**src/design/soc_bus_pkg.sv**
```systemverilog
package soc_bus_pkg;

    typedef logic [31:0] addr_t;
    typedef logic [31:0] word_t;
    typedef logic [3:0]  mask_t;
    typedef logic [15:0] offset_t;  // Low address bits seen by a target

    localparam addr_t RAM_BASE    = 32'h0000_0000;
    localparam addr_t REGS_BASE   = 32'h0001_0000;
    localparam addr_t UART_BASE   = 32'h0002_0000;
    localparam addr_t REGION_MASK = 32'hffff_0000;

    typedef enum logic [1:0] {
        OWN_NONE,
        OWN_INSTR,
        OWN_DATA
    } owner_t;

endpackage

```
**src/design/soc_periph_pkg.sv**
```systemverilog
package soc_periph_pkg;

    typedef logic [7:0]  byte_t;
    typedef logic [7:0]  led_t;
    typedef logic [63:0] cycle_t;

    localparam int unsigned RAM_WORDS      = 256;
    localparam int unsigned RAM_INDEX_BITS = $clog2(RAM_WORDS);

    localparam logic [3:0] REG_LEDS     = 4'h0;
    localparam logic [3:0] REG_CYCLE_LO = 4'h4;
    localparam logic [3:0] REG_CYCLE_HI = 4'h8;
    localparam logic [3:0] UART_DATA    = 4'h0;
    localparam logic [3:0] UART_STATUS  = 4'h4;

    localparam int unsigned UART_DIV      = 8;  // Clock cycles per serial bit
    localparam int unsigned UART_CNT_BITS = $clog2(UART_DIV);

    typedef enum logic [1:0] {TX_IDLE, TX_START, TX_DATA, TX_STOP} uart_tx_state_t;
    typedef enum logic [1:0] {RX_IDLE, RX_START, RX_DATA, RX_STOP} uart_rx_state_t;

endpackage

```
**src/design/bus_ifs.sv**
```systemverilog


interface periph_if;
    import soc_bus_pkg::*;

    offset_t offset;
    logic    write;
    mask_t   write_mask;
    word_t   write_value;
    logic    strobe;
    word_t   read_value;

    modport host (output offset, write, write_mask, write_value, strobe, input read_value);
    modport target (input offset, write, write_mask, write_value, strobe, output read_value);
endinterface

```
**src/design/sys_regs.sv**
```systemverilog
module sys_regs (
    input  logic                 pll_clk,
    input  logic                 reset,
    periph_if.target             bus,
    output soc_periph_pkg::led_t leds
);
    import soc_bus_pkg::*;
    import soc_periph_pkg::*;

    cycle_t     cycle;
    logic [1:0] reg_sel;
    logic       led_write;

    assign reg_sel   = bus.offset[3:2];
    assign led_write = bus.strobe && bus.write && bus.write_mask[0]
                       && reg_sel == REG_LEDS[3:2];

    always_ff @(posedge pll_clk) begin
        if (reset) begin
            leds  <= '0;
            cycle <= '0;
        end else begin
            cycle <= cycle + 1'b1;
            if (led_write)
                leds <= bus.write_value[$bits(led_t)-1:0];
        end
    end

    always_ff @(posedge pll_clk) begin
        if (bus.strobe) begin
            case (reg_sel)
                REG_LEDS[3:2]:     bus.read_value <= word_t'(leds);
                REG_CYCLE_LO[3:2]: bus.read_value <= cycle[31:0];
                REG_CYCLE_HI[3:2]: bus.read_value <= cycle[63:32];
                default:           bus.read_value <= '0;
            endcase
        end
    end

endmodule

```
**src/flat_wrapper.sv**
```systemverilog
// flat-port wrapper written by rule: the top's interface ports become plain ports
module sys_regs_flat import soc_bus_pkg::*; import soc_periph_pkg::*;
  (pll_clk, reset, leds, bus_offset, bus_write, bus_write_mask, bus_write_value, bus_strobe, bus_read_value);
  periph_if bus_i ();
  input  logic pll_clk;
  input  logic reset;
  output soc_periph_pkg::led_t leds;
  input wire logic [$bits(bus_i.offset)-1:0] bus_offset;
  input wire logic [$bits(bus_i.write)-1:0] bus_write;
  input wire logic [$bits(bus_i.write_mask)-1:0] bus_write_mask;
  input wire logic [$bits(bus_i.write_value)-1:0] bus_write_value;
  input wire logic [$bits(bus_i.strobe)-1:0] bus_strobe;
  output wire logic [$bits(bus_i.read_value)-1:0] bus_read_value;
  assign bus_i.offset = bus_offset;
  assign bus_i.write = bus_write;
  assign bus_i.write_mask = bus_write_mask;
  assign bus_i.write_value = bus_write_value;
  assign bus_i.strobe = bus_strobe;
  assign bus_read_value = bus_i.read_value;
  sys_regs u_core (.pll_clk(pll_clk), .reset(reset), .bus(bus_i), .leds(leds));
endmodule
```
**config.mk**
```make
export PLATFORM = sky130hd
export DESIGN_NAME = sys_regs_flat
export DESIGN_NICKNAME = d
export VERILOG_FILES = /design/src/design/soc_bus_pkg.sv /design/src/design/soc_periph_pkg.sv /design/src/design/bus_ifs.sv /design/src/design/sys_regs.sv /design/src/flat_wrapper.sv
export SDC_FILE = /design/constraint.sdc
export NUM_CORES = 1
export LEC_CHECK = 0
export BUFFER_PORTS_ARGS = -buffer_cell sky130_fd_sc_hd__buf_2
export CAP_MARGIN = 20
export CORE_MARGIN = 8
export CORE_UTILIZATION = 55
export DETAILED_ROUTE_END_ITERATION = 16
export GPL_TIMING_DRIVEN = 0
export PLACE_DENSITY = 0.8
export SYNTH_ARGS = -nofsm -noshare
export SYNTH_HDL_FRONTEND = slang
export SYNTH_SLANG_ARGS = --single-unit
```
**constraint.sdc**
```tcl
create_clock -name pll_clk -period 2.63 [get_ports pll_clk]
set_input_delay 0.3945 -clock pll_clk [delete_from_list [all_inputs] [get_ports pll_clk]]
set_output_delay 0.3945 -clock pll_clk [all_outputs]
set_load 0.01 [all_outputs]
```
==> key figures <==
Synth
  • Synthesized Nets: ~540
  • Synthesized area: 0.00475 mm²
  • Post-synth EDFFs: 32
  • Mapped Cells: 486
  • Syn Area/Cell: 9.77 µm²
  • Seq/Total Area, Yosys: 50.6%
  • Unique masters post-synth: 38
  • Top-count cell post-synth: dfxtp_1
  • Synth Flop Type: dfxtp_1
  • Cell taking the most area after synthesis: dfxtp_1
  • Ys async rst share: 0%
  • Seq cells post-synth: 104
  • Commonest cells post-synth: 72 x dfxtp_1, 63 x nor2_1, 32 x edfxtp_1, 32 x nand4_1, 28 x nand2_1
  • Synth warnings: 0
  • Synth top area share: 30.4%
  • Area contributors post-synth: dfxtp_1 30%, edfxtp_1 20%, nor2_1 5.0%

Floorplanning
  • Die ar.: 0.0119 mm²
  • Core box area: ~0.0086 mm²
  • # rows: 34
  • Boundary Pins: 96
  • Chip width: 109 µm
  • Starting Density: 55.5%
  • Die Span Y: approximately 110 µm

Place
  • Dpl ws: -43.9 ps
  • Placed cells: roughly 650
  • IO buf count: 54
  • Dpl hpwl: 8830 µm
  • GPL Wtd Cong: 0.917

STA
  • Fin. max-slew vios: 0
  • Final setup margin: 233 ps
  • RSZ-0062 raised after global routing: no
  • Final Skew: 16.1 ps
  • Final setup viols: 0
  • Worst-margin pin slew: 907 ps
  • Fin. Hold Viols: 0
  • Relative slew slack: 39.3%
  • Fin crit share: 91.2%
  • Tmin final: approximately 2400 ps
  • Fmax: 417 MHz

Worst setup path
  • Crit path kind: flip-flop to flip-flop
  • CP Launch Type: flip-flop
  • Crit Path Max Fanout: 10
  • Cell chain of the critical path: nand3_2 > nor4_4 > nand4_1 > clkbuf_1 > or3_1 > a21oi_1
  • Critical Path Source: u_core.cycle[20]
  • Worst Setup EP: u_core.cycle[51]
  • Reg2reg start: u_core.cycle[20]
  • CP max-delay cell: nor4_4
  • Worst Setup End Kind: flip-flop
  • RR Endpoint: u_core.cycle[51]
  • Worst EP arrival: 2710 ps
  • Max incr delay on CP: 550 ps
  • FF-to-FF path depth: 6
  • Worst EP required: 2940 ps
  • R2R Setup Slk: 230 ps

Global route
  • Met1 Track Usage GR: between 20% and 30%
  • Vias in the first global route: 3871
  • Top Usage Layer GRT: met2
  • Largest net degree at the start of global routing: 34
  • Total global routing overflow: 0
  • First-pass GRT wire length: 19700 µm
  • GR Layer Usage met3: 4.85%
  • Met2 Use GR: 31.8%
  • GR Util All Layers: 21.0%
  • Initial antenna violation count: 0

Detailed routing
  • Initial DRT Pass Iterations: 5
  • Routed Antenna Nets: 0
  • Drt initial violations: 356
  • Avg WL per Cell: 18.1 µm
  • Via Count: 4085
  • Vias/cell: 6.12
  • Routed WL: about 12000 µm
  • DRC Markers: 0

Pwr
  • Power Dens Cells: 519 mW/mm²
  • Leak pwr: 1.92 nW
  • Total power: 2.80 mW
  • Peak VDD IR: roughly 0.28 mV

Final layout
  • Layout cell share with drive strength beyond 1: between 15 and 20%
  • Non-Filler Instances: 668
  • Antenna fix cells: 0
  • # fillers: 699
  • Area Growth Syn to Fin: 13.6%
  • Nets: 612

Clocking
  • CTS tree: done
  • Clock Sinks: 104
  • Skew-Pair Late Insertion Delay: 380 ps
  • CTS clock-pin slew for the worst setup and hold paths: 110 ps
  • Root Buffer: clkbuf_8
  • H-tree levels: 3
  • Post-CTS Hold Buffers: 0
  • CTS buffer count: 9
  • Max Root-Sink Buffers: 2

Flow run
  • MaxCap Viol Count: 0

Hold path
  • Worst min path class: input pin to flip-flop

Status
  • Status: finished clean
state kept, by name (all words and copies together) (netlist names):
register               cells
u_core.leds                8
u_core.bus.read_value     32
u_core.cycle              64
logic make-up after synthesis:
logic type      Yosys count  share of synthesized area [%]
compound gates           79                           10.8
xor+xnor                 37                           6.82
fa+ha+maj                 1                          0.263
buf+inv                  28                           2.29
flops                   104                           50.6
mux                      17                           3.61
simple gates            220                           25.7
routing by layer:
layer,vias up,share of wire [%]
li1,1934,-
met1,1948,42
met2,171,47
met3,32,8.1
met4,0,2.6
met5,-,0
cell usage in the layout, fill, tap and decap left out, drive strengths merged, types with 2 or more instances in the layout:
| cell | n |
|---|---|
| and2 | 4 |
| o41ai | 2 |
| o21ai | 23 |
| xor2 | 27 |
| or3 | 14 |
| mux2i | 16 |
| nand2 | 28 |
| nor2b | 4 |
| and3 | 9 |
| dfxtp | 72 |
| o31ai | 7 |
| or4 | 9 |
| clkinvlp | 2 |
| nor4 | 10 |
| a21oi | 23 |
| nor3 | 8 |
| inv | 8 |
| a22o | 24 |
| nand4b | 2 |
| clkbuf | 30 |
| nor2 | 63 |
| nand4 | 34 |
| buf | 60 |
| nand3 | 31 |
| edfxtp | 32 |
| clkinv | 2 |
| xnor2 | 10 |
timing repair:
action	4_1_cts	5_1_grt
endpoints found under the setup margin	5	9
resized for setup	0	3
pin swaps	1	1
buffers inserted	3	1
layout make-up:
type / count / area (µm²) / area share (%)
sequential: 104 / 2400 / 44.5
multi-input combinational: 354 / 2250 / 41.7
timing repair buffer: 58 / 300 / 5.56
clock buffer: 10 / 149 / 2.76
tap: 108 / 135 / 2.50
buffer: 22 / 86.3 / 1.60
clock inverter: 6 / 50.0 / 0.927
inverter: 6 / 22.5 / 0.417
worst min-delay path by stage:
stage                       startpoint         endpoint  slack (ps)  cells past startpoint
floorplan              u_core.cycle[0]  u_core.cycle[0]         440                      1
global placement       u_core.cycle[0]  u_core.cycle[0]         460                      1
detailed placement     u_core.cycle[0]  u_core.cycle[0]         470                      1
CTS                 bus_write_value[5]   u_core.leds[5]         250                      3
global route        bus_write_value[2]   u_core.leds[2]         250                      3
finish              bus_write_value[5]   u_core.leds[5]         250                      3
worst max-delay path: cells and delay by family (launching register included):
| family | cells | cell delay [ps] |
|---|---|---|
| AOI/OAI and AO/OA | 1 | 170 |
| buffers and inverters | 1 | 280 |
| DFF | 1 | 520 |
| and+or+nand+nor | 4 | 1370 |
power breakdown:
group	switching, mW	total (mW)	internal [mW]
Combinational	0.0851	0.123	0.0381
Clock	0.583	0.997	0.414
Sequential	0.00861	1.68	1.67
Total	0.677	2.80	2.12
through the flow:
stage | TNS, ps | utilization [%] | hold WS [ps] | instance area, µm²
final | 0 | 63.1 | 249 | 5400
after global routing | 0 | 63.1 | 254 | 5400
after CTS | 0 | 62.9 | 252 | 5380
after detailed placement | -58.2 | 60.3 | 468 | 5150
after global placement | -13.2 | 60.3 | 461 | 5150
after floorplan | 0 | - | 437 | 4750
(Power assumes the default switching activity.)
