**src/design/soc_bus_pkg.sv**
```systemverilog
package soc_bus_pkg;

    typedef logic [31:0] addr_t;
    typedef logic [31:0] word_t;
    typedef logic [3:0]  mask_t;
    typedef logic [15:0] offset_t;  // Low address bits seen by a target

    localparam addr_t RAM_BASE    = 32'h0000_0000;
    localparam addr_t REGS_BASE   = 32'h0001_0000;
    localparam addr_t UART_BASE   = 32'h0002_0000;
    localparam addr_t REGION_MASK = 32'hffff_0000;

    typedef enum logic [1:0] {
        OWN_NONE,
        OWN_INSTR,
        OWN_DATA
    } owner_t;

endpackage

```
**src/design/bus_ifs.sv**
```systemverilog
interface mem_bus_if;
    import soc_bus_pkg::*;

    addr_t address;
    logic  read;
    logic  write;
    mask_t write_mask;
    word_t write_value;
    word_t read_value;
    logic  ready;

    modport host (output address, read, write, write_mask, write_value,
                  input read_value, ready);
    modport target (input address, read, write, write_mask, write_value,
                    output read_value, ready);
endinterface


```
**src/design/bus_arbiter.sv**
```systemverilog
module bus_arbiter (
    input  logic               pll_clk,
    input  logic               reset,
    input  soc_bus_pkg::addr_t instr_address,
    input  logic               instr_read,
    output soc_bus_pkg::word_t instr_read_value,
    output logic               instr_ready,
    input  soc_bus_pkg::addr_t data_address,
    input  logic               data_read,
    input  logic               data_write,
    input  soc_bus_pkg::mask_t data_write_mask,
    input  soc_bus_pkg::word_t data_write_value,
    output soc_bus_pkg::word_t data_read_value,
    output logic               data_ready,
    mem_bus_if.host            bus
);
    import soc_bus_pkg::*;

    owner_t owner;
    owner_t grant;

    always_comb begin
        grant = owner;
        if (owner == OWN_NONE) begin
            if (data_read || data_write)
                grant = OWN_DATA;  // Data port wins a tie
            else if (instr_read)
                grant = OWN_INSTR;
        end
    end

    always_ff @(posedge pll_clk) begin
        if (reset) begin
            owner <= OWN_NONE;
        end else if (bus.ready) begin
            owner <= OWN_NONE;  // Transaction done, free the bus
        end else begin
            owner <= grant;
        end
    end

    always_comb begin
        bus.address     = instr_address;
        bus.read        = 1'b0;
        bus.write       = 1'b0;
        bus.write_mask  = '0;
        bus.write_value = '0;
        case (grant)
            OWN_INSTR: bus.read = instr_read;
            OWN_DATA: begin
                bus.address     = data_address;
                bus.read        = data_read;
                bus.write       = data_write;
                bus.write_mask  = data_write_mask;
                bus.write_value = data_write_value;
            end
            default: ;
        endcase
    end

    assign instr_ready      = bus.ready && owner == OWN_INSTR;
    assign data_ready       = bus.ready && owner == OWN_DATA;
    assign instr_read_value = instr_ready ? bus.read_value : '0;
    assign data_read_value  = data_ready ? bus.read_value : '0;

    // Every bus ready goes back to exactly one master, never both
    assert property (@(posedge pll_clk) disable iff (reset)
        bus.ready |-> $onehot({instr_ready, data_ready}))
        else $error("Bus ready not returned to exactly one master");

endmodule

```
**src/flat_wrapper.sv**
```systemverilog
// flat-port wrapper written by rule: the top's interface ports become plain ports
module bus_arbiter_flat import soc_bus_pkg::*;
  (pll_clk, reset, instr_address, instr_read, instr_read_value, instr_ready, data_address, data_read, data_write, data_write_mask, data_write_value, data_read_value, data_ready, bus_address, bus_read, bus_write, bus_write_mask, bus_write_value, bus_read_value, bus_ready);
  mem_bus_if bus_i ();
  input  logic pll_clk;
  input  logic reset;
  input  soc_bus_pkg::addr_t instr_address;
  input  logic instr_read;
  output soc_bus_pkg::word_t instr_read_value;
  output logic instr_ready;
  input  soc_bus_pkg::addr_t data_address;
  input  logic data_read;
  input  logic data_write;
  input  soc_bus_pkg::mask_t data_write_mask;
  input  soc_bus_pkg::word_t data_write_value;
  output soc_bus_pkg::word_t data_read_value;
  output logic data_ready;
  output wire logic [$bits(bus_i.address)-1:0] bus_address;
  output wire logic [$bits(bus_i.read)-1:0] bus_read;
  output wire logic [$bits(bus_i.write)-1:0] bus_write;
  output wire logic [$bits(bus_i.write_mask)-1:0] bus_write_mask;
  output wire logic [$bits(bus_i.write_value)-1:0] bus_write_value;
  input wire logic [$bits(bus_i.read_value)-1:0] bus_read_value;
  input wire logic [$bits(bus_i.ready)-1:0] bus_ready;
  assign bus_address = bus_i.address;
  assign bus_read = bus_i.read;
  assign bus_write = bus_i.write;
  assign bus_write_mask = bus_i.write_mask;
  assign bus_write_value = bus_i.write_value;
  assign bus_i.read_value = bus_read_value;
  assign bus_i.ready = bus_ready;
  bus_arbiter u_core (.pll_clk(pll_clk), .reset(reset), .instr_address(instr_address), .instr_read(instr_read), .instr_read_value(instr_read_value), .instr_ready(instr_ready), .data_address(data_address), .data_read(data_read), .data_write(data_write), .data_write_mask(data_write_mask), .data_write_value(data_write_value), .data_read_value(data_read_value), .data_ready(data_ready), .bus(bus_i));
endmodule
```
**config.mk**
```make
export PLATFORM = sky130hd
export DESIGN_NAME = bus_arbiter_flat
export DESIGN_NICKNAME = d
export VERILOG_FILES = /design/src/design/soc_bus_pkg.sv /design/src/design/bus_ifs.sv /design/src/design/bus_arbiter.sv /design/src/flat_wrapper.sv
export SDC_FILE = /design/constraint.sdc
export NUM_CORES = 1
export LEC_CHECK = 0
export ABC_AREA = 1
export BUFFER_PORTS_ARGS = -buffer_cell sky130_fd_sc_hd__buf_2
export CELL_PAD_IN_SITES_DETAIL_PLACEMENT = 1
export CELL_PAD_IN_SITES_GLOBAL_PLACEMENT = 2
export CORE_MARGIN = 4
export CORE_UTILIZATION = 10
export DETAILED_ROUTE_END_ITERATION = 12
export PLACE_DENSITY = 0.95
export SETUP_SLACK_MARGIN = 0.1
export SYNTH_ARGS = -nofsm -noshare
export SYNTH_HDL_FRONTEND = slang
export SYNTH_SLANG_ARGS = --single-unit
```
**constraint.sdc**
```tcl
create_clock -name pll_clk -period 1.8 [get_ports pll_clk]
set_input_delay 0.27 -clock pll_clk [delete_from_list [all_inputs] [get_ports pll_clk]]
set_output_delay 0.27 -clock pll_clk [all_outputs]
set_load 0.005 [all_outputs]
```
==> metrics.md <==
| Metric | Value |
|---|---|
| Synthesized cell area | `1429 µm²` |
| Worst hold slack | `0.3415 ns` |
| Reg power frac | `3.3%` |
| Initial antenna violation count | `0` |
| Failing checks | `setup timing` |
| TritonCTS clock tree | `built` |
| Die outline height | `127.5 µm` |
| Max FFs per register | `2` |
| Placed instance area | `3050 µm²` |
| Minimum clock period after layout | `2.079 ns` |
| Total number of clock tree sinks | `2` |
| Lkg Pwr | `2.707 nW` |
| Total of endpoints with negative setup slack in the final report | `70` |
| Pin count of the biggest net entering global routing | `34` |
| Dominant cell type by area after synthesis | `sky130_fd_sc_hd__mux2_4` |
| Power per unit of standard cell area | `354.8 nW/µm²` |
| Hold/Removal Path Class | `primary input to flop` |
| R2r worst-path depth | `14` |
| Relative area change from synthesis to final layout | `189.9%` |
| Internal power | `0.0009829 W` |
| Width of the die | `127.5 µm` |
| Routed WL per cell | `13.91 µm` |
| Boundary Pins | `274` |
| Critical path launch point type | `flop` |
| Count of antenna-violating nets left after detailed routing | `0` |
| Net switching power | `0.0004869 W` |
| Residual DRC count | `0` |
| Area share of the largest cell type after synthesis | `30.47%` |
| Via Count | `2618` |
| Design area | `4143 µm²` |
| Post-synth EDFFs | `0` |
| Leading cell type by number of instances after synthesis | `sky130_fd_sc_hd__inv_1` |
| Flip-flop and latch count after synthesis | `2` |
| Worst slack at placement | `-0.1514 ns` |
| Quantity of I/O buffers inserted on ports | `273` |
| Count of unique library cells instantiated by Yosys | `15` |
| Net switching share of the total power | `33.13%` |
| Syn nets | `379` |
| Fmax achieved | `481.1 MHz` |
| Synth top area cells | `sky130_fd_sc_hd__mux2_4, sky130_fd_sc_hd__inv_1, sky130_fd_sc_hd__nor2_1, sky130_fd_sc_hd__nand2_1, sky130_fd_sc_hd__buf_6` |
| Buffer cell driving the clock tree root | `sky130_fd_sc_hd__clkbuf_16` |
| Outcome | `finished with violations` |
| Tightest Pin Transition | `0.2105 ns` |
| Starting Density | `10.25%` |
| Maximum buffer depth of the clock tree | `2` |
| Main synth FF type | `sky130_fd_sc_hd__dfxtp_1` |
| Clock transition at path regs | `0.03 ns` |
| Clock H-tree levels | `1` |
| Kind of end point of the critical path | `output pin` |
| Via density | `3.577` |
| List of most frequent post-synthesis cells | `sky130_fd_sc_hd__inv_1, sky130_fd_sc_hd__nor2_1, sky130_fd_sc_hd__nand2_1, sky130_fd_sc_hd__mux2_4, sky130_fd_sc_hd__buf_6` |
| Antenna fix cells | `0` |
| Mean cell area of the mapped netlist | `5.979 µm²` |
| Worst vdd ir | `215.7 µV` |
| Final setup slack of the worst path | `-0.2785 ns` |
| Row count | `43` |
| Total wirelength of the detailed-routed design | `10.18 mm` |
| Final hold violation count | `0` |
| TritonRoute pass-1 iters | `4` |
| Iter 0 DRT Violations | `65` |
| Hold path cells | `3` |
| Part of the Yosys area used for sequential elements | `2.802%` |
| Core Footprint | `13930 µm²` |
| Final weighted congestion in routability-driven placement | `0.7767` |
| Largest Register | `u_core.owner` |
| Synth warnings | `0` |
| Part of the total power dissipated in combinational logic | `73.7%` |
| Worst endpoint required time | `1.53 ns` |
| RSZ-0062 raised after global routing | `yes` |
| Clock latency on the worst-skew pair | `0.22 ns` |
| Post-synthesis async set-or-reset flop share | `0%` |
| Final Skew | `0.001136 ns` |
| Share of power burned in the clock network | `23.0%` |
| Global router's overall resource usage | `10.24%` |
| Top fanout value on the critical path | `5` |
| Overflow left after global routing | `0` |
| MaxCap Viol Count | `0` |
| Number of CTS-inserted buffers | `3` |
| CP Data Arrival Time | `1.81 ns` |
| Critical path type | `flop to output pin` |
| Fillers | `1740` |
| Core Util, Final | `29.73%` |
| First-pass GRT wire length | `13.50 mm` |
| Part of the cycle the worst path needs | `115.5%` |
| Via count of the first global-routing pass | `2659` |
| Die Area | `16270 µm²` |
| Final Net Count | `694` |
| Fraction of layout instances using a drive strength above 1 | `78.08%` |
| Final total negative setup slack | `-12.81 ns` |
| Cells after Synth | `239` |
| Post-detail-place hpwl | `7.589 mm` |
| Number of pins exceeding their max-slew limit in the final report | `0` |
| Slew Limit Headroom | `85.95%` |
| Count of hold buffers inserted by post-cts repair | `0` |
| Top flop regs | `u_core.owner x2` |
cells in the final DEF, fill, tap and decap left out, drive strengths merged:
cell	Yosys	final
bufbuf	0	1
clkbuf	0	6
or2	1	1
o21ai	1	1
ha	2	2
a21oi	2	2
nand3	3	3
dfxtp	2	2
nand2	40	40
inv	75	75
buf	14	320
nor2	67	67
mux2	32	32
worst paths after layout:
kind	slack [ns]	endpoint	from
max	-0.28	bus_address[30]	u_core.owner[1]$_SDFF_PP0_
min	0.34	u_core.owner[0]$_SDFF_PP0_	reset
max reg2reg	-0.17	u_core.owner[0]$_SDFF_PP0_	u_core.owner[1]$_SDFF_PP0_
min reg2reg	0.76	u_core.owner[1]$_SDFF_PP0_	u_core.owner[0]$_SDFF_PP0_
metal layers:
metal | wire (µm) | up-vias | track usage, % | share of wire [%]
met5 | 0 | - | 0 | 0
met4 | 21 | 0 | 1.703 | 0.21
met3 | 1037 | 2 | 2.717 | 10
met2 | 5871 | 147 | 21.40 | 58
met1 | 3251 | 1166 | 9.932 | 32
li1 | - | 1303 | - | -
through the flow:
| step | instances | total power, W |
|---|---|---|
| final | 732 | 0.001470 |
| after global routing | 732 | 0.001573 |
| after CTS | 723 | 0.001368 |
| after detailed placement | 699 | 0.0008046 |
| after global placement | 699 | 0.0007865 |
| after floorplan | 239 | 0.0004315 |
cell families (layout without fill, tap and decap cells):
family,after synthesis,in the layout,synth area share [%]
simple gates,111,111,30.30
buf+inv,89,402,31.26
mux,32,32,32.84
compound gates,3,3,1.050
fa+ha+maj,2,2,1.751
flops,2,2,2.802
power by group through the flow:
stage	combinational (W)	sequential [W]	clock (W)
floorplan	0.000383	0.0000485	0
global placement	0.000738	0.0000485	0
detailed placement	0.000756	0.0000485	0
CTS	0.000978	0.0000483	0.000342
global route	0.00117	0.0000487	0.000353
finish	0.00108	0.0000487	0.000338
layout make-up:
| cell class | instances | area (µm²) | share of cell area [%] |
|---|---|---|---|
| clock buffer | 3 | 75.07 | 1.812 |
| sequential | 2 | 45.04 | 1.087 |
| tap | 180 | 225.2 | 5.436 |
| timing repair buffer | 324 | 2227 | 53.76 |
| inverter | 75 | 284.0 | 6.856 |
| multi-input combinational | 148 | 1286 | 31.05 |
timing repair:
item                                    4_1_cts  5_1_grt
cloned                                        3        4
pin swaps                                    23        3
setup buffers                                18       13
resized for setup                            74       99
endpoints found under the setup margin       70      104
critical path, stage by stage (launching register included):
cell and delay, ns:
sky130_fd_sc_hd__dfxtp_2 0.36, sky130_fd_sc_hd__buf_6 0.11, sky130_fd_sc_hd__inv_1 0.06, sky130_fd_sc_hd__o21ai_2 0.10, sky130_fd_sc_hd__ha_4 0.23, sky130_fd_sc_hd__bufbuf_16 0.29
sky130_fd_sc_hd__mux2_4 0.29, sky130_fd_sc_hd__buf_2 0.13
No activity file was read; power rests on OpenSTA's default activity.
