File: config.mk
export PLATFORM = sky130hd
export DESIGN_NAME = bus_decoder_flat
export DESIGN_NICKNAME = d
export VERILOG_FILES = /design/src/design/soc_bus_pkg.sv /design/src/design/bus_ifs.sv /design/src/design/bus_decoder.sv /design/src/flat_wrapper.sv
export SDC_FILE = /design/constraint.sdc
export NUM_CORES = 1
export LEC_CHECK = 0
export BUFFER_PORTS_ARGS = -buffer_cell sky130_fd_sc_hd__buf_2
export CORE_AREA = 2 2 141 143
export CTS_CLUSTER_DIAMETER = 40
export DETAILED_ROUTE_END_ITERATION = 10
export DIE_AREA = 0 0 143 145
export PLACE_DENSITY_LB_ADDON = 0.25
export SYNTH_ARGS = -nofsm -noshare
export SYNTH_HDL_FRONTEND = slang
export SYNTH_SLANG_ARGS = --single-unit
File: constraint.sdc
create_clock -name pll_clk -period 1.29 [get_ports pll_clk]
set_input_delay 0.1935 -clock pll_clk [delete_from_list [all_inputs] [get_ports pll_clk]]
set_output_delay 0.1935 -clock pll_clk [all_outputs]
set_load 0.02 [all_outputs]
File: src/design/soc_bus_pkg.sv
package soc_bus_pkg;

    typedef logic [31:0] addr_t;
    typedef logic [31:0] word_t;
    typedef logic [3:0]  mask_t;
    typedef logic [15:0] offset_t;  // Low address bits seen by a target

    localparam addr_t RAM_BASE    = 32'h0000_0000;
    localparam addr_t REGS_BASE   = 32'h0001_0000;
    localparam addr_t UART_BASE   = 32'h0002_0000;
    localparam addr_t REGION_MASK = 32'hffff_0000;

    typedef enum logic [1:0] {
        OWN_NONE,
        OWN_INSTR,
        OWN_DATA
    } owner_t;

endpackage

File: src/design/bus_ifs.sv
interface mem_bus_if;
    import soc_bus_pkg::*;

    addr_t address;
    logic  read;
    logic  write;
    mask_t write_mask;
    word_t write_value;
    word_t read_value;
    logic  ready;

    modport host (output address, read, write, write_mask, write_value,
                  input read_value, ready);
    modport target (input address, read, write, write_mask, write_value,
                    output read_value, ready);
endinterface

interface periph_if;
    import soc_bus_pkg::*;

    offset_t offset;
    logic    write;
    mask_t   write_mask;
    word_t   write_value;
    logic    strobe;
    word_t   read_value;

    modport host (output offset, write, write_mask, write_value, strobe, input read_value);
    modport target (input offset, write, write_mask, write_value, strobe, output read_value);
endinterface

File: src/design/bus_decoder.sv
module bus_decoder (
    input  logic      pll_clk,
    input  logic      reset,
    mem_bus_if.target bus,
    periph_if.host    ram_port,
    periph_if.host    regs_port,
    periph_if.host    uart_port
);
    import soc_bus_pkg::*;

    logic       ready_q;
    logic       start;
    logic [2:0] hit;    // uart, regs, ram
    logic [2:0] sel_q;

    assign hit[0] = (bus.address & REGION_MASK) == RAM_BASE;
    assign hit[1] = (bus.address & REGION_MASK) == REGS_BASE;
    assign hit[2] = (bus.address & REGION_MASK) == UART_BASE;

    // A new request only starts while the previous one is not being answered
    assign start = (bus.read || bus.write) && !ready_q;

    always_ff @(posedge pll_clk) begin
        if (reset) begin
            ready_q <= 1'b0;
            sel_q   <= '0;
        end else begin
            ready_q <= start;
            if (start)
                sel_q <= hit;
        end
    end

    assign ram_port.strobe  = start && hit[0];
    assign regs_port.strobe = start && hit[1];
    assign uart_port.strobe = start && hit[2];

    assign ram_port.offset       = bus.address[$bits(offset_t)-1:0];
    assign ram_port.write        = bus.write;
    assign ram_port.write_mask   = bus.write_mask;
    assign ram_port.write_value  = bus.write_value;
    assign regs_port.offset      = bus.address[$bits(offset_t)-1:0];
    assign regs_port.write       = bus.write;
    assign regs_port.write_mask  = bus.write_mask;
    assign regs_port.write_value = bus.write_value;
    assign uart_port.offset      = bus.address[$bits(offset_t)-1:0];
    assign uart_port.write       = bus.write;
    assign uart_port.write_mask  = bus.write_mask;
    assign uart_port.write_value = bus.write_value;

    always_comb begin
        bus.read_value = '0;  // Unmapped addresses read as zero
        if (sel_q[0])
            bus.read_value = ram_port.read_value;
        else if (sel_q[1])
            bus.read_value = regs_port.read_value;
        else if (sel_q[2])
            bus.read_value = uart_port.read_value;
    end

    assign bus.ready = ready_q;

    assert property (@(posedge pll_clk) disable iff (reset)
        $onehot0({ram_port.strobe, regs_port.strobe, uart_port.strobe}))
        else $error("More than one target strobed");

endmodule

File: src/flat_wrapper.sv
// flat-port wrapper written by rule: the top's interface ports become plain ports
module bus_decoder_flat import soc_bus_pkg::*;
  (pll_clk, reset, bus_address, bus_read, bus_write, bus_write_mask, bus_write_value, bus_read_value, bus_ready, ram_port_offset, ram_port_write, ram_port_write_mask, ram_port_write_value, ram_port_strobe, ram_port_read_value, regs_port_offset, regs_port_write, regs_port_write_mask, regs_port_write_value, regs_port_strobe, regs_port_read_value, uart_port_offset, uart_port_write, uart_port_write_mask, uart_port_write_value, uart_port_strobe, uart_port_read_value);
  mem_bus_if bus_i ();
  periph_if ram_port_i ();
  periph_if regs_port_i ();
  periph_if uart_port_i ();
  input  logic pll_clk;
  input  logic reset;
  input wire logic [$bits(bus_i.address)-1:0] bus_address;
  input wire logic [$bits(bus_i.read)-1:0] bus_read;
  input wire logic [$bits(bus_i.write)-1:0] bus_write;
  input wire logic [$bits(bus_i.write_mask)-1:0] bus_write_mask;
  input wire logic [$bits(bus_i.write_value)-1:0] bus_write_value;
  output wire logic [$bits(bus_i.read_value)-1:0] bus_read_value;
  output wire logic [$bits(bus_i.ready)-1:0] bus_ready;
  output wire logic [$bits(ram_port_i.offset)-1:0] ram_port_offset;
  output wire logic [$bits(ram_port_i.write)-1:0] ram_port_write;
  output wire logic [$bits(ram_port_i.write_mask)-1:0] ram_port_write_mask;
  output wire logic [$bits(ram_port_i.write_value)-1:0] ram_port_write_value;
  output wire logic [$bits(ram_port_i.strobe)-1:0] ram_port_strobe;
  input wire logic [$bits(ram_port_i.read_value)-1:0] ram_port_read_value;
  output wire logic [$bits(regs_port_i.offset)-1:0] regs_port_offset;
  output wire logic [$bits(regs_port_i.write)-1:0] regs_port_write;
  output wire logic [$bits(regs_port_i.write_mask)-1:0] regs_port_write_mask;
  output wire logic [$bits(regs_port_i.write_value)-1:0] regs_port_write_value;
  output wire logic [$bits(regs_port_i.strobe)-1:0] regs_port_strobe;
  input wire logic [$bits(regs_port_i.read_value)-1:0] regs_port_read_value;
  output wire logic [$bits(uart_port_i.offset)-1:0] uart_port_offset;
  output wire logic [$bits(uart_port_i.write)-1:0] uart_port_write;
  output wire logic [$bits(uart_port_i.write_mask)-1:0] uart_port_write_mask;
  output wire logic [$bits(uart_port_i.write_value)-1:0] uart_port_write_value;
  output wire logic [$bits(uart_port_i.strobe)-1:0] uart_port_strobe;
  input wire logic [$bits(uart_port_i.read_value)-1:0] uart_port_read_value;
  assign bus_i.address = bus_address;
  assign bus_i.read = bus_read;
  assign bus_i.write = bus_write;
  assign bus_i.write_mask = bus_write_mask;
  assign bus_i.write_value = bus_write_value;
  assign bus_read_value = bus_i.read_value;
  assign bus_ready = bus_i.ready;
  assign ram_port_offset = ram_port_i.offset;
  assign ram_port_write = ram_port_i.write;
  assign ram_port_write_mask = ram_port_i.write_mask;
  assign ram_port_write_value = ram_port_i.write_value;
  assign ram_port_strobe = ram_port_i.strobe;
  assign ram_port_i.read_value = ram_port_read_value;
  assign regs_port_offset = regs_port_i.offset;
  assign regs_port_write = regs_port_i.write;
  assign regs_port_write_mask = regs_port_i.write_mask;
  assign regs_port_write_value = regs_port_i.write_value;
  assign regs_port_strobe = regs_port_i.strobe;
  assign regs_port_i.read_value = regs_port_read_value;
  assign uart_port_offset = uart_port_i.offset;
  assign uart_port_write = uart_port_i.write;
  assign uart_port_write_mask = uart_port_i.write_mask;
  assign uart_port_write_value = uart_port_i.write_value;
  assign uart_port_strobe = uart_port_i.strobe;
  assign uart_port_i.read_value = uart_port_read_value;
  bus_decoder u_core (.pll_clk(pll_clk), .reset(reset), .bus(bus_i), .ram_port(ram_port_i), .regs_port(regs_port_i), .uart_port(uart_port_i));
endmodule
==> results.ini <==
[floorplanning]
top_level_ports = 363
die_h_um = 145
start_util_pct = 10.8
fp.dieW_um = 143
rows = 51
core_area_um2 = 19200
die-area_um2 = 20700

[route]
vias = 1759
drt-initial-drc-count = 24
route.detailed.drc = 0
wire_per_inst_um = 11.6
viasPerCell = 3.11
ant_nets = 0
drt_first_pass_iters = 4
routed_wl_um = 6560

[final_layout]
n_antenna_cell = 0
nets = 469
area_growth_pct = 24.2
layout-drive-gt1-share_pct = 78.3
design_area_um2 = 2570
fillers = 2255

[synthesis]
synth.distinct_cells = 23
syn_nets = 465
syn_inst = 297
synth-adder-area-share_pct = 0
seq_area_frac_synth_pct = 3.87
synthFlopType = dfxtp_1
synth_xor_area_share_pct = 0
yosysTopAreaCellShare_pct = 58.0
yosysMostFrequentCell = buf_4
ys_top_cells_by_count = buf_4, nand2_1, a22oi_1
syn_area_um2 = 2070
synth_edf_count = 0
yosys_warnings = 0
yosysTopAreaCell = buf_4
synthMuxAreaShare_pct = 0
synth_compound_area_share_pct = 21.3
synth_area_per_cell_um2 = 6.97
synth_top_family_by_area = buffers and inverters
synth-seq-cells = 4
synth-simple-area-share_pct = 12.7
async_reset_ff_share_pct = 0
synth.top_cells.by_area = buf_4, a22oi_1, nand2_1, o21ai_0, dfxtp_1

[clock_tree]
root_buffer = clkbuf_16
cts_tree = built
clkLatencyLatePin_ns = 0.22
cts.sinks = 4
cts_max_level = 1
ctsHoldBuffers = 0
cts_buffer_depth = 2
path_clk_slew_ns = 0.03
cts_buffers = 3

[timing]
fin_ws_ns = -0.219
final_max_slew_viol_count = 0
period_needed_ns = 1.51
finalHoldViolCount = 0
rsz0062_at_grt = true
setup_viol = 35
max_freq_ghz = 0.663
finalCritPeriodShare_pct = 117
worst_pin_slew_ns = 0.291
relSlewSlack_pct = 80.6
fin_hold_ws_ns = 0.233
skew_ns = 0.00365

[critical_path]
endpoint_kind = primary output
cp_top_family = flip-flops
critPathKind = register to primary output
cpPeakStageDelay_ns = 0.35
cp.arrival_ns = 1.32
path_cells = nor2b_4 -> buf_12 -> a22oi_1 -> o21ai_2 -> buf_4
path_buf_inv = 2
start_kind = register
worst_path_max_delay_cell = dfxtp_4
worstPathMaxFanout = 24
required_ns = 1.10

[place]
place_ws_ns = -0.232
place.gp.congestion = 0.727
place_area_um2 = 2230
hpwl_um = 5160
portBuffers = 154

[global_route]
grt-ovfl-total = 0
grt_max_degree = 25
grt.total_usage_pct = 5.83
grt_pass1_vias = 1803
grt_pass1_wl_um = 9550
antenna_found_initial = 0

[power]
p_leak_uw = 0.00112
p_per_area_nw_per_um2 = 341
peakVddDrop_uv = 525

[run_status]
status = finished, violations left
violations = setup timing

[hold_path]
hold_path.class = input port to register

[run]
max_cap_violations = 0

through the flow:
step                TNS [ns]  total power [uW]  util [%]  std cells
floorplan             -0.371               879         -        297
finish                 -6.72               877      13.4        565
CTS                    -7.07               881      13.1        565
global route           -8.71               920      13.4        565
global placement      -0.824               372      11.6        558
detailed placement    -0.968               373      11.6        558
sequential cells by signal, summed over array words and instances (netlist names):
name / flops
u_core.sel_q: 3
u_core.bus.ready: 1
worst paths after layout:
path / from / end / slack (ns) / depth (start not counted)
min: reset / u_core.bus.ready / 0.23 / 2
min reg2reg: u_core.sel_q[2] / u_core.sel_q[2] / 0.59 / 3
max: u_core.sel_q[1] / bus_read_value[19] / -0.22 / 5
max reg2reg: u_core.bus.ready / u_core.sel_q[0] / 0.06 / 5
power by group:
group          leakage [uW]  internal (uW)  switching, uW  total (uW)
Combinational       0.00105            154            105         259
Clock             0.0000382            408           85.9         494
Sequential        0.0000349            123           1.37         125
cells in the final DEF, fill, tap and decap left out:
master	instances
a22oi_1	20
a22oi_2	12
buf_12	4
buf_16	1
buf_2	127
buf_4	26
buf_6	15
clkbuf_1	1
clkbuf_16	3
dfxtp_2	2
dfxtp_4	2
inv_1	1
nand2_1	35
nand2_2	1
nand3b_1	2
nand3b_4	1
nor2_1	2
nor2b_4	1
nor3_4	1
nor4_2	1
nor4_4	4
o21ai_1	2
o21ai_2	30
o21bai_4	1
o32ai_2	2
o41ai_2	1
or3_1	2
cell families (layout without fill, tap and decap cells):
group	after synthesis	after routing
buffers and inverters	175	178
AND/OR/NAND/NOR	50	50
AO/OA/AOI/OAI	68	68
flip-flops	4	4
final cells by class:
| class | instances | area, um^2 | share of cell area [%] |
|---|---|---|---|
| inverter | 1 | 3.75 | 0.146 |
| multi-input combinational | 118 | 961 | 37.4 |
| tap | 265 | 332 | 12.9 |
| sequential | 4 | 90.1 | 3.50 |
| clock buffer | 4 | 78.8 | 3.06 |
| timing repair buffer | 173 | 1110 | 43.0 |
routing by layer:
metal,GRT usage [%],routed length [um]
met5,0,0
met3,1.55,620
met2,10.3,3340
met1,6.35,2340
met4,2.92,262
timing repair:
item | CTS | global route
pin swaps | 6 | 1
gates resized for setup | 47 | 16
hold endpoints to repair | 0 | 0
setup buffers | 2 | 0
endpoints found under the setup margin | 35 | 37
gates cloned | 1 | 0
Power figures use the tool's default switching activity.
