### src/design/soc_bus_pkg.sv
package soc_bus_pkg;

    typedef logic [31:0] addr_t;
    typedef logic [31:0] word_t;
    typedef logic [3:0]  mask_t;
    typedef logic [15:0] offset_t;  // Low address bits seen by a target

    localparam addr_t RAM_BASE    = 32'h0000_0000;
    localparam addr_t REGS_BASE   = 32'h0001_0000;
    localparam addr_t UART_BASE   = 32'h0002_0000;
    localparam addr_t REGION_MASK = 32'hffff_0000;

    typedef enum logic [1:0] {
        OWN_NONE,
        OWN_INSTR,
        OWN_DATA
    } owner_t;

endpackage

### src/design/soc_periph_pkg.sv
package soc_periph_pkg;

    typedef logic [7:0]  byte_t;
    typedef logic [7:0]  led_t;
    typedef logic [63:0] cycle_t;

    localparam int unsigned RAM_WORDS      = 256;
    localparam int unsigned RAM_INDEX_BITS = $clog2(RAM_WORDS);

    localparam logic [3:0] REG_LEDS     = 4'h0;
    localparam logic [3:0] REG_CYCLE_LO = 4'h4;
    localparam logic [3:0] REG_CYCLE_HI = 4'h8;
    localparam logic [3:0] UART_DATA    = 4'h0;
    localparam logic [3:0] UART_STATUS  = 4'h4;

    localparam int unsigned UART_DIV      = 8;  // Clock cycles per serial bit
    localparam int unsigned UART_CNT_BITS = $clog2(UART_DIV);

    typedef enum logic [1:0] {TX_IDLE, TX_START, TX_DATA, TX_STOP} uart_tx_state_t;
    typedef enum logic [1:0] {RX_IDLE, RX_START, RX_DATA, RX_STOP} uart_rx_state_t;

endpackage

### src/design/bus_ifs.sv


interface periph_if;
    import soc_bus_pkg::*;

    offset_t offset;
    logic    write;
    mask_t   write_mask;
    word_t   write_value;
    logic    strobe;
    word_t   read_value;

    modport host (output offset, write, write_mask, write_value, strobe, input read_value);
    modport target (input offset, write, write_mask, write_value, strobe, output read_value);
endinterface

### src/design/uart.sv
module uart (
    input  logic     pll_clk,
    input  logic     reset,
    input  logic     uart_rx,
    output logic     uart_tx,
    periph_if.target bus
);
    import soc_bus_pkg::*;
    import soc_periph_pkg::*;

    uart_tx_state_t tx_state;
    uart_rx_state_t rx_state;
    logic [UART_CNT_BITS-1:0] tx_cnt;
    logic [UART_CNT_BITS-1:0] rx_cnt;
    logic [2:0] tx_bit;
    logic [2:0] rx_bit;
    byte_t      tx_shift;
    byte_t      rx_shift;
    byte_t      rx_data;
    logic       rx_valid;
    logic [1:0] rx_sync;
    logic [1:0] reg_sel;
    logic       tx_send;
    logic       tx_busy;
    logic       rx_read;
    logic       tx_tick;
    logic       rx_tick;

    assign reg_sel = bus.offset[3:2];
    assign tx_send = bus.strobe && bus.write && bus.write_mask[0] && reg_sel == UART_DATA[3:2];
    assign rx_read = bus.strobe && !bus.write && reg_sel == UART_DATA[3:2];
    assign tx_busy = tx_state != TX_IDLE;
    assign tx_tick = tx_cnt == UART_CNT_BITS'(UART_DIV - 1);
    assign rx_tick = rx_cnt == UART_CNT_BITS'(UART_DIV - 1);

    always_ff @(posedge pll_clk) begin
        if (reset) begin
            tx_state <= TX_IDLE;
            tx_cnt   <= '0;
            tx_bit   <= '0;
            uart_tx  <= 1'b1;
        end else begin
            tx_cnt <= tx_tick ? '0 : tx_cnt + 1'b1;
            case (tx_state)
                TX_IDLE: begin
                    tx_cnt <= '0;
                    if (tx_send) begin  // A send while busy never gets here
                        tx_shift <= bus.write_value[7:0];
                        uart_tx  <= 1'b0;
                        tx_state <= TX_START;
                    end
                end
                TX_START: if (tx_tick) begin
                    uart_tx  <= tx_shift[0];
                    tx_state <= TX_DATA;
                end
                TX_DATA: if (tx_tick) begin
                    tx_shift <= tx_shift >> 1;
                    tx_bit   <= tx_bit + 1'b1;
                    uart_tx  <= (tx_bit == 3'd7) ? 1'b1 : tx_shift[1];
                    if (tx_bit == 3'd7)
                        tx_state <= TX_STOP;
                end
                TX_STOP: if (tx_tick) tx_state <= TX_IDLE;
                default: tx_state <= TX_IDLE;
            endcase
        end
    end

    always_ff @(posedge pll_clk) begin
        if (reset) begin
            rx_sync  <= 2'b11;
            rx_state <= RX_IDLE;
            rx_cnt   <= '0;
            rx_bit   <= '0;
            rx_valid <= 1'b0;
        end else begin
            rx_sync <= {rx_sync[0], uart_rx};
            rx_cnt  <= rx_tick ? '0 : rx_cnt + 1'b1;
            if (rx_read)
                rx_valid <= 1'b0;
            case (rx_state)
                RX_IDLE: begin
                    rx_cnt <= '0;
                    if (!rx_sync[1])
                        rx_state <= RX_START;
                end
                // Half a bit in, so every later sample lands mid-bit
                RX_START: if (rx_cnt == UART_CNT_BITS'(UART_DIV / 2 - 1)) begin
                    rx_cnt   <= '0;
                    rx_state <= rx_sync[1] ? RX_IDLE : RX_DATA;
                end
                RX_DATA: if (rx_tick) begin
                    rx_shift <= {rx_sync[1], rx_shift[7:1]};
                    rx_bit   <= rx_bit + 1'b1;
                    if (rx_bit == 3'd7)
                        rx_state <= RX_STOP;
                end
                RX_STOP: if (rx_tick) begin
                    rx_state <= RX_IDLE;
                    if (rx_sync[1]) begin  // Bad stop bit drops the byte
                        rx_data  <= rx_shift;
                        rx_valid <= 1'b1;
                    end
                end
                default: rx_state <= RX_IDLE;
            endcase
        end
    end

    always_ff @(posedge pll_clk) begin
        if (bus.strobe) begin
            case (reg_sel)
                UART_DATA[3:2]:   bus.read_value <= word_t'(rx_data);
                UART_STATUS[3:2]: bus.read_value <= word_t'({rx_valid, tx_busy});
                default:          bus.read_value <= '0;
            endcase
        end
    end

    assert property (@(posedge pll_clk) disable iff (reset)
        (tx_state == TX_IDLE && !(bus.strobe && bus.write)) |=> tx_state == TX_IDLE)
        else $error("Transmitter started without a data write");

endmodule

### src/flat_wrapper.sv
// flat-port wrapper written by rule: the top's interface ports become plain ports
module uart_flat import soc_bus_pkg::*; import soc_periph_pkg::*;
  (pll_clk, reset, uart_rx, uart_tx, bus_offset, bus_write, bus_write_mask, bus_write_value, bus_strobe, bus_read_value);
  periph_if bus_i ();
  input  logic pll_clk;
  input  logic reset;
  input  logic uart_rx;
  output logic uart_tx;
  input wire logic [$bits(bus_i.offset)-1:0] bus_offset;
  input wire logic [$bits(bus_i.write)-1:0] bus_write;
  input wire logic [$bits(bus_i.write_mask)-1:0] bus_write_mask;
  input wire logic [$bits(bus_i.write_value)-1:0] bus_write_value;
  input wire logic [$bits(bus_i.strobe)-1:0] bus_strobe;
  output wire logic [$bits(bus_i.read_value)-1:0] bus_read_value;
  assign bus_i.offset = bus_offset;
  assign bus_i.write = bus_write;
  assign bus_i.write_mask = bus_write_mask;
  assign bus_i.write_value = bus_write_value;
  assign bus_i.strobe = bus_strobe;
  assign bus_read_value = bus_i.read_value;
  uart u_core (.pll_clk(pll_clk), .reset(reset), .uart_rx(uart_rx), .uart_tx(uart_tx), .bus(bus_i));
endmodule
### config.mk
export PLATFORM = sky130hd
export DESIGN_NAME = uart_flat
export DESIGN_NICKNAME = d
export VERILOG_FILES = /design/src/design/soc_bus_pkg.sv /design/src/design/soc_periph_pkg.sv /design/src/design/bus_ifs.sv /design/src/design/uart.sv /design/src/flat_wrapper.sv
export SDC_FILE = /design/constraint.sdc
export NUM_CORES = 1
export LEC_CHECK = 0
export BUFFER_PORTS_ARGS = -buffer_cell sky130_fd_sc_hd__buf_2
export CORE_ASPECT_RATIO = 0.75
export CORE_MARGIN = 2
export CORE_UTILIZATION = 52
export CTS_BUF_LIST = sky130_fd_sc_hd__clkbuf_16
export DETAILED_ROUTE_END_ITERATION = 10
export PLACE_DENSITY = 0.84
export SLEW_MARGIN = 20
export SYNTH_ARGS = -nofsm -noshare
export SYNTH_HDL_FRONTEND = slang
export SYNTH_SLANG_ARGS = --single-unit
### constraint.sdc
create_clock -name pll_clk -period 3.3 [get_ports pll_clk]
set_input_delay 0.99 -clock pll_clk [delete_from_list [all_inputs] [get_ports pll_clk]]
set_output_delay 0.99 -clock pll_clk [all_outputs]
set_load 0.005 [all_outputs]
==> results by group, run 1 <==
Yosys
  – Mapped Area: about 2300 um^2
  – Area share of the largest cell type after synthesis: between 40% and 50%
  – Compound-cell area share of the yosys netlist: around 3.8%
  – Gate Count Post-Synth: roughly 190
  – Top FF cell, synth: edfxtp_1
  – Post-synth EDFFs: 32
  – Sequential element share of the synthesized area: roughly 58%
  – Adder-cell share of the synthesized area: under 10%
  – Post-synthesis mux area share: around 7.4%
  – Synthesized area per cell: ~13 um^2
  – Largest family of logic cells by synthesized area: simple AND/OR/NAND/NOR gates
  – FFs w/ async S/R, synth: 0%
  – Synth warn: 0
  – Register bit total from synthesis: 52
  – Yosys cell types: 32
  – Simple-gate portion of the synthesized area: 12.1%
  – Post-synth top area cell: edfxtp_1
  – Top cells by area, synth: edfxtp_1, dfxtp_1, ha_1
  – XOR/XNOR Fraction of Synth Area: less than 1%

Detailed routing
  – DR WL/cell: 13.0 um
  – Drt total wl: 3500 um
  – Via density: 4.87
  – Final ANT Viol Nets: 0
  – First-iteration detailed-routing DRC count: 108
  – Drt pass-1 iters: 4
  – DR vias: roughly 1300
  – Remaining routing DRC violations: 0

CTS
  – CTS resizes: 0
  – CTS clk-pin slew, worst paths: ~70 ps
  – Hold_buf cts: 0
  – H-tree depth: 2
  – Post-CTS Setup Inserts: 0
  – Clock Latency Late Sink: 290 ps
  – CTS buffer count: 5
  – CTS root buf: clkbuf_16
  – CTS Sinks: 52
  – CTS tree: built
  – CTS max path bufs: 2

Place
  – Post-DP HPWL: about 2500 um
  – Buffers added on ports: 24
  – DP Cell Count: 261
  – GP Congestion: 0.785
  – Post-Place Worst Slack: ~880 ps

Timing
  – Final hold vios: 0
  – Tmin final: about 2100 ps
  – Setup TNS: 0 ps
  – Setup ws final: around 1200 ps
  – Crit share post-route: around 65%
  – Final Setup Violations: 0
  – Max Slew Vio Count: 0
  – RSZ-0062 raised after global routing: false
  – Clock skew: around 8 ps
  – Least-Margin Pin Slew: 669 ps
  – Max Fclk: between 0.4 and 0.5 GHz
  – Slew margin rel.: between 50% and 60%

Run status
  – Status: completed

Finish
  – Layout cells sized above 1: 25.0%
  – Area grow syn2layout: 9.78%
  – Most common cell after layout, fill and taps aside: edfxtp_1
  – Util after Layout: 58.6%
  – Antenna cells: 0
  – Final std cells w/o fill: 269
  – # nets final: ~280
  – Commonest non-fill, non-tap cells in the layout: edfxtp_1, conb_1, buf_2

Pwr
  – Combinational power share: a little under an eighth
  – Max IR drop VDD: approximately 0.25 mV
  – Part of the power in registers: a little over half
  – Switching power: 335 uW
  – Leakage: roughly 1.1 nW
  – Clock power frac: 35.8%
  – Cell internal pwr: about 1.1 mW
  – Switching share of total power: about a quarter
  – Pwr dens: between 500 and 600 nW/um^2

Setup path
  – Worst Path Arrival: 2120 ps
  – Crit path capture type: flop
  – CP Data Required Time: ~3300 ps
  – Crit Path Category: reg2reg
  – CP max FO: 16
  – Critical Path Start Type: flop

GRT
  – First-pass GRT wire length: approximately 5600 um
  – Total grt overflow: 0
  – Largest net degree at the start of global routing: 19
  – Overall routing resource usage: roughly 15%
  – Vias in the first global route: 1200
  – Initial antenna violation count: 0

Floorplanning
  – Die height: approximately 62 um
  – I/O pin cnt: 90
  – Core Area: between 4000 and 5000 um^2
  – Starting density of the core: between 50% and 60%
  – Row count: 21
  – DIE AREA: about 5000 um^2
  – Die width: 81.5 um

Flow run
  – Max-Cap Viols: 0

Worst hold path
  – Hold crit path type: reg2reg
## area by class of cell
cell class	count	area, um^2
clock buffers	5	125
clock inverters	3	21.3
fillers	333	1820
well taps	57	71.3
inverters	6	22.5
multi-input cells	121	841
flip-flops and latches	52	1360
repair buffers	25	128
## cells in the mapped netlist (2+ instances only)
cell type and instances:
a21oi_1 5, and2_1 2, and2_2 6, buf_2 3
buf_4 24, clkbuf_1 2, dfxtp_1 20, edfxtp_1 32
ha_1 15, inv_1 6, mux2_2 8, mux2i_1 6
nand2_1 12, nand3_1 3, nor2_1 13, nor2b_1 3
nor3_1 4, nor3b_1 2, o21ai_0 4, or2_2 2
xor2_1 2
## critical path: stages (launching register included)
cell and delay [ps]:
dfxtp_1 340, inv_1 90, ha_1 550, nand2_1 260, o21ai_0 140, nor3b_1 220, buf_4 220
## logic make-up after synthesis
group	Yosys count
simple gates	53
flops	52
buf+inv	35
fa+ha+maj	15
mux	15
compound gates	12
xor+xnor	2
other cells	1
## sequential cells by signal, indices dropped and copies added, names as in the netlist, 3 cells and up, named ones only
name                   flops
u_core.tx_bit              3
u_core.rx_cnt              3
u_core.tx_cnt              3
u_core.rx_bit              3
u_core.tx_shift            8
u_core.bus.read_value      8
u_core.rx_shift            8
u_core.rx_data             8
## worst paths after layout
check | start | endpoint | slack, ps | cells past startpoint
max reg2reg | u_core.tx_state[0] | u_core.tx_shift[7] | 1170 | 6
max | u_core.tx_state[0] | u_core.tx_shift[7] | 1170 | 6
min reg2reg | u_core.rx_shift[0] | u_core.rx_data[0] | 410 | 0
min | u_core.rx_shift[0] | u_core.rx_data[0] | 410 | 0
## per-layer routing
| metal | global-route usage, % | wire [um] |
|---|---|---|
| met1 | 19.2 | 1560 |
| met2 | 23.8 | 1720 |
| met3 | 5.67 | 213 |
| met4 | 3.18 | 0 |
| met5 | 0 | 0 |
## power groups by stage
stage	Combinational (mW)	Sequential (mW)	Clock, mW
finish	0.170	0.740	0.507
global route	0.190	0.742	0.551
CTS	0.171	0.740	0.518
detailed placement	0.170	0.755	0
global placement	0.160	0.752	0
floorplan	0.138	0.751	0
## metrics by stage
stage                     cell area [um^2]  power [mW]  hold WS (ps)
final                                 2570        1.42           413
after global routing                  2570        1.48           438
after CTS                             2570        1.43           415
after detailed placement              2420       0.925           404
after global placement                2420       0.912           402
after floorplan                       2430       0.888           389
Note: power is estimated with default switching activity, not from simulation.
==> run 2: changes to the inputs <==
Settings changed: ABC_AREA set to 1, CORE_UTILIZATION 52 to 44, PLACE_DENSITY 0.84 to 0.75.
Clock period 3.3 ns to 1.8 ns, I/O delays scaled along.
==> run 2 against run 1 <==
Global-route usage down 2.1 points; first-iteration DRC count down 34%; core utilization down 7.5 points; routed wire length up 0.17%; critical endpoint is now u_core.tx_shift[6]; largest cell class unchanged.
==> results by group, run 2 <==
Yosys
  – Synth top cells by count: nand2_1, edfxtp_1, inv_1
  – Sequential element share of the synthesized area: 56.2% (-2.0 points)
  – Synth warn: 0 (unchanged)
  – FFs w/ async S/R, synth: 0% (unchanged)
  – Post-synth top area cell: edfxtp_1
  – Top cells by area, synth: edfxtp_1, dfxtp_1, ha_1
  – Yosys cell types: 25 (-22%)
  – Cell with the most instances after synthesis: nand2_1
  – Top FF cell, synth: edfxtp_1
  – Synthesized area per cell: 9.97 um^2 (-21%)
  – Post-synth EDFFs: 32 (unchanged)
  – Register bit total from synthesis: 52 (unchanged)
  – Gate Count Post-Synth: 243 (+31%)
  – Mapped Area: 2420 um^2 (+3.5%)
  – Area share of the largest cell type after synthesis: 39.7% (-1.4 points)

Floorplanning
  – Starting density of the core: 45.5% (-7.9 points)
  – I/O pin cnt: 90 (unchanged)
  – Row count: 23 (+9.5%)
  – Core Area: 5320 um^2 (+21%)
  – Die height: 68.3 um (+9.9%)
  – Die width: 89.7 um (+10%)
  – DIE AREA: 6120 um^2 (+21%)

Detailed routing
  – Via density: 4.41 (-9.5%)
  – Remaining routing DRC violations: 0 (unchanged)
  – DR WL/cell: 9.96 um (-23%)
  – Drt total wl: 3510 um (+0.17%)
  – First-iteration detailed-routing DRC count: 71 (-34%)
  – Drt pass-1 iters: 4 (unchanged)
  – DR vias: 1551 (+18%)
  – Final ANT Viol Nets: 0 (unchanged)

Timing
  – Setup TNS: 0 ps (unchanged)
  – Max Slew Vio Count: 0 (unchanged)
  – Final hold vios: 0 (unchanged)
  – Tmin final: 1540 ps (-595 ps)
  – Final Setup Violations: 0 (unchanged)
  – Crit share post-route: 85.3% (+21 points)
  – Max Fclk: 0.651 GHz (+39%)
  – Clock skew: 8.13 ps (+0.0980 ps)
  – RSZ-0062 raised after global routing: false

GRT
  – Overall routing resource usage: 12.7% (-2.1 points)
  – Vias in the first global route: 1244 (+3.7%)
  – Largest net degree at the start of global routing: 20 (+1)
  – First-pass GRT wire length: 5660 um (+1.3%)
  – Total grt overflow: 0 (unchanged)
  – Initial antenna violation count: 0 (unchanged)

Pwr
  – Leakage: 1.24 nW (+16%)
  – Max IR drop VDD: 0.412 mV (+62%)
  – Pwr dens: 1040 nW/um^2 (+89%)

Setup path
  – Critical Path Start Type: flop
  – Crit Path Category: reg2reg
  – CP max FO: 8 (-8)
  – RR Endpoint: u_core.tx_shift[6]
  – Worst Path Arrival: 1540 ps (-580 ps)
  – Crit path capture type: flop
  – CP Data Required Time: 1800 ps (-1490 ps)
  – R2r setup slk: 260 ps (-910 ps)
  – R2r startpoint: u_core.tx_state[0]
  – Worst r2r path cells: 6 (unchanged)

CTS
  – H-tree depth: 2 (unchanged)
  – CTS buffer count: 5 (unchanged)
  – CTS clk-pin slew, worst paths: 70 ps (about the same)
  – CTS Sinks: 52 (unchanged)
  – CTS tree: built
  – CTS max path bufs: 2 (unchanged)
  – Post-CTS Setup Inserts: 0 (unchanged)
  – CTS root buf: clkbuf_16
  – Clock Latency Late Sink: 290 ps (about the same)
  – CTS resizes: 0 (unchanged)
  – Hold_buf cts: 0 (unchanged)

Finish
  – Most common cell after layout, fill and taps aside: nand2_1
  – Layout cells sized above 1: 18.4% (-6.6 points)
  – Final std cells w/o fill: 352 (+31%)
  – Commonest non-fill, non-tap cells in the layout: nand2_1, edfxtp_1, inv_1
  – Area of the multi-input gates: 817 um^2 (-2.8%)
  – Area grow syn2layout: 12.2%
  – Reg area: 1360 um^2 (unchanged)
  – Antenna cells: 0 (unchanged)
  – # nets final: 348 (+23%)
  – Number of fill cells: 493 (+48%)

Worst hold path
  – Hold crit path type: reg2reg
  – WHS Endpoint: u_core.rx_sync[1]
  – Worst hold stages: 1 (+1)
  – Hold path start: u_core.rx_sync[0]

Place
  – Buffers added on ports: 24 (unchanged)
  – GP Congestion: 0.823 (+4.8%)
  – DP Cell Count: 344 (+32%)
  – Post-DP HPWL: 2520 um (+0.37%)

Flow run
  – Max-Cap Viols: 0 (unchanged)

Run status
  – Status: completed
==> run 2: cell types whose count changed after synthesis, moves of 3 or more <==
| cell | change |
|---|---|
| buf_6 | +3 |
| and2_2 | -6 |
| mux2_2 | -8 |
| inv_1 | +21 |
| nor2_1 | +10 |
| nand3_1 | +9 |
| nand2_1 | +38 |
| mux2i_1 | -6 |
| inv_2 | +3 |
| nor2b_1 | -3 |
| nor3_1 | -3 |
==> run 2: routing by layer <==
| layer | global-route usage [%] | vias up | wire [um] |
|---|---|---|---|
| met2 | 17.4 | 49 | 1470 |
| met4 | 6.16 | 0 | 78 |
| met1 | 17.4 | 691 | 1750 |
| met3 | 5.07 | 7 | 215 |
| li1 | - | 804 | - |
| met5 | 0 | - | 0 |
==> run 2: critical path, stage by stage (launching register included) <==
cell and delay (ps):
dfxtp_1 360, inv_1 80, ha_1 300, nand2_1 120, nand2_1 70, nor3_2 110, buf_4 200
==> run 2: layout make-up <==
cell class	instances	share of cell area [%]
sequential	52	50.1
multi-input combinational	155	30.1
timing repair buffer	32	6.63
clock buffer	5	4.60
inverter	30	4.14
tap	75	3.45
clock inverter	3	1.06
==> run 2: logic make-up after synthesis <==
| logic type | Yosys count | synth area share [%] |
|---|---|---|
| simple gates | 98 | 17.3 |
| buf+inv | 59 | 13.9 |
| flops | 52 | 56.2 |
| compound gates | 16 | 3.98 |
| fa+ha+maj | 15 | 7.75 |
| xor+xnor | 2 | 0.723 |
| other cells | 1 | 0.155 |
==> run 2: how the worst max path moves through the flow <==
stage,to,from,cells past startpoint
final,u_core.tx_shift[6],u_core.tx_state[0],6
after global routing,u_core.tx_shift[7],u_core.tx_cnt[0],7
after CTS,u_core.tx_shift[6],u_core.tx_state[0],6
after detailed placement,u_core.tx_shift[6],bus_offset[2],7
after global placement,u_core.tx_shift[7],bus_offset[2],7
after floorplan,u_core.rx_data[0],u_core.rx_cnt[0],4
==> run 2: power breakdown <==
group	switching, mW	internal, mW
Clock	0.454	0.536
Sequential	0.0479	1.37
Combinational	0.258	0.163
Total	0.760	2.07
==> run 2: stage by stage <==
step | power (mW) | cell area, um^2 | setup slack (ps) | hold slack, ps | util, %
floorplan | 1.78 | 2510 | 45.7 | 389 | -
global placement | 1.85 | 2560 | 159 | 392 | 48.2
detailed placement | 1.86 | 2560 | 137 | 394 | 48.2
CTS | 2.85 | 2720 | 251 | 411 | 51.1
global route | 2.98 | 2720 | 98.6 | 422 | 51.1
finish | 2.83 | 2720 | 265 | 410 | 51.1
